===== src/include/stk_consts.svh =====
/*
 * Sizing constants for the stack engine
 *   contexts, pool slots, data word width
 *   command credits, which also set the response queue depth
 */
`ifndef STK_CONSTS_SVH
`define STK_CONSTS_SVH

// Number of stack contexts
`define STK_ENGS_N 4

// Shared slot pool size
`define STK_SLOTS_N 16

// Data word width
`define STK_DATA_W 32

// Command credits and response queue depth
`define STK_CREDITS_N 4

`endif

===== src/hw/stk_cmd_pkg.sv =====
/*
 * Command and response encodings
 *   opcode_e  push or pop
 *   status_e  okay, pop-from-empty, push-to-full
 */
package stk_cmd_pkg;

  // Command opcodes
  typedef enum logic [0:0] {
    OP_PUSH = 1'b0,
    OP_POP  = 1'b1
  } opcode_e;

  // Response status
  typedef enum logic [1:0] {
    ST_OKAY      = 2'd0,
    ST_ERR_EMPTY = 2'd1,
    ST_ERR_FULL  = 2'd2
  } status_e;

endpackage : stk_cmd_pkg


===== src/hw/stk_cfg_pkg.sv =====
/*
 * Sizing types for the stack engine
 *   ptr_t   slot index into the shared pool
 *   engid_t context id
 *   data_t  stored data word
 */
package stk_cfg_pkg;

`include "stk_consts.svh"

  // Slot index, one per pool entry
  typedef logic [$clog2(`STK_SLOTS_N)-1:0] ptr_t;

  // Context id
  typedef logic [$clog2(`STK_ENGS_N)-1:0] engid_t;

  // Payload word
  typedef logic [`STK_DATA_W-1:0] data_t;

endpackage : stk_cfg_pkg


===== src/hw/stk_engine.sv =====
/*
 * Stack engine top level
 *   lookup, context table, slot allocator
 *   data RAM and response queue
 */
`timescale 1ns/1ps

module stk_engine
  import stk_cfg_pkg::*;
  import stk_cmd_pkg::*;
(
  input  logic    clk,
  input  logic    i_rst_n,
  input  logic    i_cmd_vld,
  input  engid_t  i_cmd_engid,
  input  opcode_e i_cmd_opcode,
  input  data_t   i_cmd_data,
  output logic    o_cmd_credit,
  output logic    o_rsp_vld,
  output engid_t  o_rsp_engid,
  output opcode_e o_rsp_opcode,
  output status_e o_rsp_status,
  output data_t   o_rsp_data,
  input  logic    i_rsp_rdy
);

  // Lookup to table and allocator
  logic    ctx_push;
  logic    ctx_pop;
  logic    alloc_take;
  // Table to lookup and allocator
  ptr_t    head_ptr;
  logic    is_empty;
  logic    release_vld;
  ptr_t    release_ptr;
  // Allocator to lookup and table
  ptr_t    free_ptr;
  logic    full;
  // Stage 1 RAM access
  logic    ram_we;
  logic    ram_re;
  ptr_t    ram_addr;
  data_t   ram_wdata;
  data_t   ram_rdata;
  // Stage 1 response fields
  logic    s1_vld;
  engid_t  s1_engid;
  opcode_e s1_opcode;
  status_e s1_status;

  stk_lookup u_lookup (
    .clk          (clk),
    .i_rst_n      (i_rst_n),
    .i_cmd_vld    (i_cmd_vld),
    .i_cmd_opcode (i_cmd_opcode),
    .i_cmd_engid  (i_cmd_engid),
    .i_cmd_data   (i_cmd_data),
    .i_head_ptr   (head_ptr),
    .i_is_empty   (is_empty),
    .i_full       (full),
    .i_free_ptr   (free_ptr),
    .o_ctx_push   (ctx_push),
    .o_ctx_pop    (ctx_pop),
    .o_alloc_take (alloc_take),
    .o_ram_we     (ram_we),
    .o_ram_re     (ram_re),
    .o_ram_addr   (ram_addr),
    .o_ram_wdata  (ram_wdata),
    .o_s1_vld     (s1_vld),
    .o_s1_engid   (s1_engid),
    .o_s1_opcode  (s1_opcode),
    .o_s1_status  (s1_status)
  );

  // Table is indexed by the incoming command's context
  stk_ctx_table u_ctx_table (
    .clk           (clk),
    .i_rst_n       (i_rst_n),
    .i_engid       (i_cmd_engid),
    .i_push        (ctx_push),
    .i_pop         (ctx_pop),
    .i_new_ptr     (free_ptr),
    .o_head_ptr    (head_ptr),
    .o_is_empty    (is_empty),
    .o_release     (release_vld),
    .o_release_ptr (release_ptr)
  );

  stk_slot_alloc u_slot_alloc (
    .clk           (clk),
    .i_rst_n       (i_rst_n),
    .i_take        (alloc_take),
    .i_release     (release_vld),
    .i_release_ptr (release_ptr),
    .o_free_ptr    (free_ptr),
    .o_full        (full)
  );

  stk_data_ram u_data_ram (
    .clk     (clk),
    .i_we    (ram_we),
    .i_re    (ram_re),
    .i_addr  (ram_addr),
    .i_wdata (ram_wdata),
    .o_rdata (ram_rdata)
  );

  stk_rsp_queue u_rsp_queue (
    .clk          (clk),
    .i_rst_n      (i_rst_n),
    .i_s1_vld     (s1_vld),
    .i_s1_engid   (s1_engid),
    .i_s1_opcode  (s1_opcode),
    .i_s1_status  (s1_status),
    .i_ram_rdata  (ram_rdata),
    .i_rsp_rdy    (i_rsp_rdy),
    .o_rsp_vld    (o_rsp_vld),
    .o_rsp_engid  (o_rsp_engid),
    .o_rsp_opcode (o_rsp_opcode),
    .o_rsp_status (o_rsp_status),
    .o_rsp_data   (o_rsp_data),
    .o_cmd_credit (o_cmd_credit)
  );

endmodule : stk_engine


===== src/hw/stk_rsp_queue.sv =====
/*
 * Response path
 *   stage 2 registers aligned with RAM read data
 *   in-order response FIFO, depth equal to the credit count
 *   credit return on each response handshake
 */
`timescale 1ns/1ps

`include "stk_consts.svh"

module stk_rsp_queue
  import stk_cfg_pkg::*;
  import stk_cmd_pkg::*;
(
  input  logic    clk,
  input  logic    i_rst_n,
  input  logic    i_s1_vld,
  input  engid_t  i_s1_engid,
  input  opcode_e i_s1_opcode,
  input  status_e i_s1_status,
  input  data_t   i_ram_rdata,
  input  logic    i_rsp_rdy,
  output logic    o_rsp_vld,
  output engid_t  o_rsp_engid,
  output opcode_e o_rsp_opcode,
  output status_e o_rsp_status,
  output data_t   o_rsp_data,
  output logic    o_cmd_credit
);

  localparam int DEPTH = `STK_CREDITS_N;
  localparam int AW    = (DEPTH > 1) ? $clog2(DEPTH) : 1;
  localparam int CW    = $clog2(DEPTH + 1);

  // Stage 2, lines up with the RAM output
  logic    s2_vld;
  engid_t  s2_engid;
  opcode_e s2_opcode;
  status_e s2_status;
  data_t   s2_data;

  // FIFO storage
  engid_t  q_engid  [DEPTH];
  opcode_e q_opcode [DEPTH];
  status_e q_status [DEPTH];
  data_t   q_data   [DEPTH];

  logic [AW-1:0] wr_ptr_q;
  logic [AW-1:0] rd_ptr_q;
  logic [CW-1:0] count_q;
  logic          q_push;
  logic          q_pop;

  // Stage 2 registers
  always_ff @(posedge clk or negedge i_rst_n) begin
    if (!i_rst_n) begin
      s2_vld <= 1'b0;
    end else begin
      s2_vld <= i_s1_vld;
    end
  end

  always_ff @(posedge clk) begin
    s2_engid  <= i_s1_engid;
    s2_opcode <= i_s1_opcode;
    s2_status <= i_s1_status;
  end

  // RAM word only for a good pop
  assign s2_data = ((s2_opcode == OP_POP) && (s2_status == ST_OKAY)) ? i_ram_rdata : '0;

  // Credits keep the FIFO from overflowing
  assign q_push = s2_vld;
  assign q_pop  = o_rsp_vld & i_rsp_rdy;

  // Entry write
  always_ff @(posedge clk) begin
    if (q_push) begin
      q_engid[wr_ptr_q]  <= s2_engid;
      q_opcode[wr_ptr_q] <= s2_opcode;
      q_status[wr_ptr_q] <= s2_status;
      q_data[wr_ptr_q]   <= s2_data;
    end
  end

  // Pointers and occupancy
  always_ff @(posedge clk or negedge i_rst_n) begin
    if (!i_rst_n) begin
      wr_ptr_q <= '0;
      rd_ptr_q <= '0;
      count_q  <= '0;
    end else begin
      if (q_push) begin
        wr_ptr_q <= (wr_ptr_q == AW'(DEPTH - 1)) ? '0 : wr_ptr_q + 1'b1;
      end
      if (q_pop) begin
        rd_ptr_q <= (rd_ptr_q == AW'(DEPTH - 1)) ? '0 : rd_ptr_q + 1'b1;
      end
      // Simultaneous push and pop keeps the count
      if (q_push && !q_pop) begin
        count_q <= count_q + 1'b1;
      end else if (q_pop && !q_push) begin
        count_q <= count_q - 1'b1;
      end
    end
  end

  // Head of FIFO drives the response port
  assign o_rsp_vld    = (count_q != '0);
  assign o_rsp_engid  = q_engid[rd_ptr_q];
  assign o_rsp_opcode = q_opcode[rd_ptr_q];
  assign o_rsp_status = q_status[rd_ptr_q];
  assign o_rsp_data   = q_data[rd_ptr_q];

  // One credit back per response taken
  assign o_cmd_credit = q_pop;

endmodule : stk_rsp_queue


===== src/hw/stk_data_ram.sv =====
/*
 * Slot data storage
 *   single port, synchronous, read-first
 */
`timescale 1ns/1ps

`include "stk_consts.svh"

module stk_data_ram (
  input  logic                           clk,
  input  logic                           i_we,
  input  logic                           i_re,
  input  logic [$clog2(`STK_SLOTS_N)-1:0] i_addr,
  input  logic [`STK_DATA_W-1:0]         i_wdata,
  output logic [`STK_DATA_W-1:0]         o_rdata
);

  // One word per pool slot
  logic [`STK_DATA_W-1:0] mem_q [`STK_SLOTS_N];

  // Read sees the word held before this cycle's write
  // Output holds between reads
  always_ff @(posedge clk) begin
    if (i_re) begin
      o_rdata <= mem_q[i_addr];
    end
    if (i_we) begin
      mem_q[i_addr] <= i_wdata;
    end
  end

endmodule : stk_data_ram


===== src/hw/stk_lookup.sv =====
/*
 * Lookup stage
 *   opcode decode and status
 *   state update strobes to table and allocator
 *   stage 1 registers for the data access and response fields
 */
`timescale 1ns/1ps

module stk_lookup
  import stk_cfg_pkg::*;
  import stk_cmd_pkg::*;
(
  input  logic    clk,
  input  logic    i_rst_n,
  input  logic    i_cmd_vld,
  input  opcode_e i_cmd_opcode,
  input  engid_t  i_cmd_engid,
  input  data_t   i_cmd_data,
  input  ptr_t    i_head_ptr,
  input  logic    i_is_empty,
  input  logic    i_full,
  input  ptr_t    i_free_ptr,
  output logic    o_ctx_push,
  output logic    o_ctx_pop,
  output logic    o_alloc_take,
  output logic    o_ram_we,
  output logic    o_ram_re,
  output ptr_t    o_ram_addr,
  output data_t   o_ram_wdata,
  output logic    o_s1_vld,
  output engid_t  o_s1_engid,
  output opcode_e o_s1_opcode,
  output status_e o_s1_status
);

  // Decoder
  logic    cmd_is_push;
  logic    cmd_is_pop;
  // Error terms
  logic    pop_from_empty;
  logic    push_to_full;
  logic    status_okay;
  status_e status;

  assign cmd_is_push = i_cmd_vld & (i_cmd_opcode == OP_PUSH);
  assign cmd_is_pop  = i_cmd_vld & (i_cmd_opcode == OP_POP);

  // Nothing to pop
  assign pop_from_empty = cmd_is_pop & i_is_empty;
  // No free slot in the pool
  assign push_to_full   = cmd_is_push & i_full;
  assign status_okay    = ~(pop_from_empty | push_to_full);

  always_comb begin
    status = ST_OKAY;
    if (pop_from_empty) begin
      status = ST_ERR_EMPTY;
    end else if (push_to_full) begin
      status = ST_ERR_FULL;
    end
  end

  // Only good commands touch the state
  assign o_ctx_push   = cmd_is_push & status_okay;
  assign o_ctx_pop    = cmd_is_pop & status_okay;
  assign o_alloc_take = o_ctx_push;

  // Stage 1 control
  always_ff @(posedge clk or negedge i_rst_n) begin
    if (!i_rst_n) begin
      o_s1_vld <= 1'b0;
      o_ram_we <= 1'b0;
      o_ram_re <= 1'b0;
    end else begin
      o_s1_vld <= i_cmd_vld;
      o_ram_we <= o_ctx_push;
      o_ram_re <= o_ctx_pop;
    end
  end

  // Stage 1 payload
  // Push writes the granted slot, pop reads the current head
  always_ff @(posedge clk) begin
    o_ram_addr  <= cmd_is_push ? i_free_ptr : i_head_ptr;
    o_ram_wdata <= i_cmd_data;
    o_s1_engid  <= i_cmd_engid;
    o_s1_opcode <= i_cmd_opcode;
    o_s1_status <= status;
  end

endmodule : stk_lookup


===== src/hw/stk_ctx_table.sv =====
/*
 * Per-context stack state
 *   head and tail pointer tables, empty bits
 *   link array, each slot points at the slot below it
 *   slot release on pop
 */
`timescale 1ns/1ps

`include "stk_consts.svh"

module stk_ctx_table
  import stk_cfg_pkg::*;
(
  input  logic   clk,
  input  logic   i_rst_n,
  input  engid_t i_engid,
  input  logic   i_push,
  input  logic   i_pop,
  input  ptr_t   i_new_ptr,
  output ptr_t   o_head_ptr,
  output logic   o_is_empty,
  output logic   o_release,
  output ptr_t   o_release_ptr
);

  // Top of stack per context
  ptr_t head_q [`STK_ENGS_N];
  // Bottom of stack per context
  ptr_t tail_q [`STK_ENGS_N];
  // Empty flag per context
  logic [`STK_ENGS_N-1:0] empty_q;
  // Slot below, indexed by slot
  ptr_t link_q [`STK_SLOTS_N];

  // Current context view
  ptr_t head_cur;
  ptr_t tail_cur;
  logic last_entry;

  assign head_cur = head_q[i_engid];
  assign tail_cur = tail_q[i_engid];

  // Single entry left in the stack
  assign last_entry = (head_cur == tail_cur);

  // Lookup reads head and empty against the live state
  assign o_head_ptr = head_cur;
  assign o_is_empty = empty_q[i_engid];

  // Popped head goes back to the allocator in the same cycle
  assign o_release     = i_pop;
  assign o_release_ptr = head_cur;

  // Pointer and empty updates
  always_ff @(posedge clk or negedge i_rst_n) begin
    if (!i_rst_n) begin
      head_q  <= '{default: '0};
      tail_q  <= '{default: '0};
      empty_q <= '1;
    end else begin
      if (i_push) begin
        // New slot becomes the top
        head_q[i_engid] <= i_new_ptr;
        // First entry also marks the bottom
        if (empty_q[i_engid]) begin
          tail_q[i_engid]  <= i_new_ptr;
          empty_q[i_engid] <= 1'b0;
        end
      end else if (i_pop) begin
        // Step down to the slot below
        head_q[i_engid] <= link_q[head_cur];
        // Tail goes stale here, the empty bit guards it
        if (last_entry) begin
          empty_q[i_engid] <= 1'b1;
        end
      end
    end
  end

  // Link of the new slot records the old head
  always_ff @(posedge clk) begin
    if (i_push) begin
      link_q[i_new_ptr] <= head_cur;
    end
  end

endmodule : stk_ctx_table


===== src/hw/stk_slot_alloc.sv =====
/*
 * Slot allocator for the shared pool
 *   free bitmap, lowest free slot offered
 *   take on push, release on pop, both allowed in one cycle
 */
`timescale 1ns/1ps

`include "stk_consts.svh"

module stk_slot_alloc
  import stk_cfg_pkg::*;
(
  input  logic clk,
  input  logic i_rst_n,
  input  logic i_take,
  input  logic i_release,
  input  ptr_t i_release_ptr,
  output ptr_t o_free_ptr,
  output logic o_full
);

  // One bit per slot, set means free
  logic [`STK_SLOTS_N-1:0] free_q;
  logic [`STK_SLOTS_N-1:0] free_nxt;

  // Priority pick of the lowest free slot
  // Scan downward so the last hit is the lowest index
  always_comb begin
    o_free_ptr = '0;
    for (int i = `STK_SLOTS_N - 1; i >= 0; i--) begin
      if (free_q[i]) begin
        o_free_ptr = ptr_t'(i);
      end
    end
  end

  // No free bit left
  assign o_full = ~|free_q;

  // Next bitmap
  // Taken and released slots never collide, a released slot is in use
  always_comb begin
    free_nxt = free_q;
    if (i_take) begin
      free_nxt[o_free_ptr] = 1'b0;
    end
    if (i_release) begin
      free_nxt[i_release_ptr] = 1'b1;
    end
  end

  // All slots free out of reset
  always_ff @(posedge clk or negedge i_rst_n) begin
    if (!i_rst_n) begin
      free_q <= '1;
    end else begin
      free_q <= free_nxt;
    end
  end

endmodule : stk_slot_alloc


===== config.mk =====
export PLATFORM = sky130hd
export DESIGN_NAME = stk_engine
export DESIGN_NICKNAME = d
export VERILOG_FILES = /design/src/hw/stk_cmd_pkg.sv /design/src/hw/stk_cfg_pkg.sv /design/src/hw/stk_engine.sv /design/src/hw/stk_rsp_queue.sv /design/src/hw/stk_data_ram.sv /design/src/hw/stk_lookup.sv /design/src/hw/stk_ctx_table.sv /design/src/hw/stk_slot_alloc.sv
export VERILOG_INCLUDE_DIRS = /design/src /design/src/include
export SDC_FILE = /design/constraint.sdc
export NUM_CORES = 1
export LEC_CHECK = 0
export ABC_AREA = 1
export BUFFER_PORTS_ARGS = -buffer_cell sky130_fd_sc_hd__buf_2
export CORE_MARGIN = 1.5
export CORE_UTILIZATION = 58
export CTS_BUF_LIST = sky130_fd_sc_hd__clkbuf_16
export DETAILED_ROUTE_END_ITERATION = 8
export GPL_ROUTABILITY_DRIVEN = 0
export PLACE_DENSITY = 0.77
export SLEW_MARGIN = 20
export SYNTH_ARGS = -nofsm -noshare
export SYNTH_HDL_FRONTEND = slang
export SYNTH_SLANG_ARGS = --single-unit

===== constraint.sdc =====
create_clock -name clk -period 3.5 [get_ports clk]
set_input_delay 0.175 -clock clk [delete_from_list [all_inputs] [get_ports clk]]
set_output_delay 0.175 -clock clk [all_outputs]
set_load 0.05 [all_outputs]

==> metrics <==
status=finished clean; CTS tree=done; antenna cells=0; Die Height=~240 µm; Mapped Area=about 32000 µm²; syn nets=2274; Power Dens Cells=835.0 nW/µm²; dominant cell type by area after synthesis=edfxtp_1; # clock sinks=between 800 and 900; fill count=between 3000 and 4000; Main synth FF type=edfxtp_1; Rows=86; Initial DRC Count=~2400; CP Data Arrival Time=between 2 and 3 ns; PortBufs=between 70 and 80; number of synthesized flops with an enable pin=756; htree depth=3; DP Wirelength=roughly 42 mm; DIE AREA=56940 µm²; power share of the clock group=0.281; Initial DRT Pass Iterations=7; CTS root buffer=clkbuf_16; Post-Synthesis Cells=2228; Yosys warning count=0; fraction of layout cells with a size suffix above 1=0.1265; Max Transition Viols Final=0; initial antenna violation count=2; Distinct cells, synth=40; cell internal pwr=20.00 mW; routed vias/inst=6.145; vias in the first global route=between 15000 and 20000; wire length per cell=around 23 µm; drt drc=0; maxcap violations=0; clk buf depth=3; worst hold path type=primary input to async pin; total gr overflow=0; area of the core=roughly 55000 µm²; Max VDD drop=~0.00086 V; Leak=about 13 nW; Critical Path Fanout Max=54; Req. time, crit path=approximately 3.3 ns; Starting Density=0.5857; post-cts resize count=0; asr flop ratio synth=0.07283; Layout area overhead=14.35%; post-synthesis sequential area ratio=0.7833; global-route wire length before repair=roughly 110 mm; Tot Pwr=just over 30 mW; Synth top area share=0.7050; CTS Buf Count=84; dpl ws=around 0.87 ns; CP Launch Type=flop; count leader, synth=edfxtp_1; syn avg cell area=~14 µm²; # IOs=78; chip width=~240 µm; Hold Vio Cnt, Final=0; final WL=about 75 mm; worst skew pair latency=0.63 ns; sequential share of power=0.434; Yosys reg bits=just under 900; final worst-path cycle share=0.8123; top post-synthesis cells by area=edfxtp_1, a22oi_1, dfrtp_1, nand2_1, dfxtp_1; largest net degree at the start of global routing=129; antenna-violating nets left=0; RSZ-0062 raised after global routing=no; Nets=around 2400; Worst Skew=approximately 0.022 ns; via count=19550; Commonest cells post-synth=edfxtp_1, a22oi_1, nand2_1; relative slew slack=0.2353; actual slew at the worst max-slew pin=about 1.1 ns; min Tclk post-route=2.843 ns; clk slew on worst S/H paths=about 0.06 ns; total track usage=0.2629; Comb power frac=0.285; final setup fails=0; PnR worst setup slack=0.6569 ns; Sw Pwr=10.74 mW; switching share of power=0.3494; critical path class=flop to output port; TNS Setup=0 ns; fmax=351.7 MHz; Crit. End Element=output port
==> path summary, 6_finish.rpt <==
path | startpoint | depth (start not counted) | slack [ns] | end
min in group clk | i_cmd_data[0] | 2 | 0.18 | u_lookup.o_ram_wdata[0]
hold reg to reg | u_lookup.o_s1_status[1] | 0 | 0.32 | u_rsp_queue.s2_status[1]
hold / removal | i_rst_n | 2 | 0.11 | u_ctx_table.head_q[7]
max in group asynchronous | i_rst_n | 3 | 2.64 | u_slot_alloc.free_q[11]
setup / recovery | u_rsp_queue.rd_ptr_q[0] | 4 | 0.66 | o_rsp_data[17]
setup reg to reg | u_slot_alloc.free_q[14] | 18 | 0.77 | u_ctx_table.link_q[0][3]
==> repair_timing <==
action | 4_1_cts | 5_1_grt
endpoints found under the hold margin | 87 | 0
hold buffers | 38 | 0
setup buffers | 0 | 0
==> power by group through the flow <==
| stage | Sequential [mW] | Clock [mW] | Combinational [mW] |
|---|---|---|---|
| 6_report | 13.3 | 8.65 | 8.75 |
| 3_3_place_gp | 13.5 | 0 | 8.32 |
| 3_5_place_dp | 13.5 | 0 | 8.52 |
| 5_1_grt | 13.4 | 9.11 | 9.41 |
| 2_1_floorplan | 13.3 | 0 | 5.91 |
| 4_1_cts | 13.3 | 8.73 | 8.63 |
==> logic make-up (layout without fill, tap and decap cells) <==
kind of cell	Yosys count	count (layout)	synth area share
AO/OA/AOI/OAI	564	564	0.1105
XOR/XNOR	6	6	0.001632
adder cells (fa/ha/maj)	7	7	0.002953
buffers and inverters	246	452	0.02922
flip-flops	865	865	0.7833
multiplexers	1	1	0.0003497
AND/OR/NAND/NOR	539	539	0.07200
==> per-layer routing <==
metal / share of wire / track usage / up-vias / routed length [µm]
met1: 0.40 / 0.3611 / 9671 / 29470
met5: 0.00036 / 0 / - / 27
met3: 0.093 / 0.05473 / 159 / 6950
met4: 0.026 / 0.08055 / 4 / 1938
met2: 0.49 / 0.4272 / 1114 / 36180
li1: - / - / 8604 / -
==> area by class of cell <==
type,count,area (µm²),share of cell area
Inverter,140,530.5,0.01441
Timing Repair Buffer,159,1294,0.03514
Clock inverter,65,455.4,0.01237
Sequential cell,865,25230,0.6851
Multi-Input combinational cell,1117,6177,0.1678
Clock buffer,88,2202,0.05980
Tap cell,748,935.9,0.02542
==> state kept, by name, summed over array words and instances (netlist names), 2 cells and up, named ones only <==
register / cells
u_lookup.o_ram_wdata: 32
u_rsp_queue.q_opcode: 4
u_lookup.o_s1_engid: 2
u_rsp_queue.s2_engid: 2
u_data_ram.mem_q: 512
u_lookup.o_s1_status: 2
u_rsp_queue.q_engid: 8
u_data_ram.o_rdata: 32
u_rsp_queue.s2_status: 2
u_rsp_queue.q_status: 8
u_rsp_queue.rd_ptr_q: 2
u_slot_alloc.free_q: 16
u_rsp_queue.wr_ptr_q: 2
u_rsp_queue.count_q: 3
u_ctx_table.head_q: 16
u_rsp_queue.q_data: 128
u_lookup.o_ram_addr: 4
u_ctx_table.link_q: 64
u_ctx_table.tail_q: 16
==> critical path, cell delays in order (launching register included) <==
cell and delay (ns):
dfrtp_2 0.65, buf_4 0.55, o21ai_0 0.17, o22ai_1 0.31
buf_2 0.34
==> metrics by stage <==
step,cell area (µm²),cells,util,hold slack [ns]
floorplan,32200,2228,-,-0.1206
global placement,33750,2990,0.6139,0.2773
detailed placement,33750,2990,0.6139,0.2786
CTS,36790,3181,0.6691,0.1516
global route,36820,3182,0.6697,0.1573
finish,36820,3182,0.6697,0.1080
==> layout by cell type, fill, tap and decap left out, types with 5 or more instances in the layout <==
master,synthesis,routed
nor3_1,11,11
a21oi_1,137,137
o21ai_1,10,10
nand3_1,29,29
clkinv_1,4,23
edfxtp_1,756,756
buf_2,5,76
bufinv_16,0,5
nand2_1,254,252
inv_1,131,144
clkbuf_16,0,88
dfxtp_1,46,46
buf_4,1,30
clkinv_2,0,12
nand3b_1,8,8
inv_2,5,6
dfstp_2,20,20
nor2_2,5,5
nor2_4,2,20
ha_1,6,6
o21ai_0,111,111
a22oi_1,262,262
dlygate4sd3_1,0,38
nor2_1,181,163
buf_12,0,14
nand4_1,11,11
o22ai_1,38,38
or4_1,32,32
dfrtp_1,43,41
(Power assumes the default switching activity.)
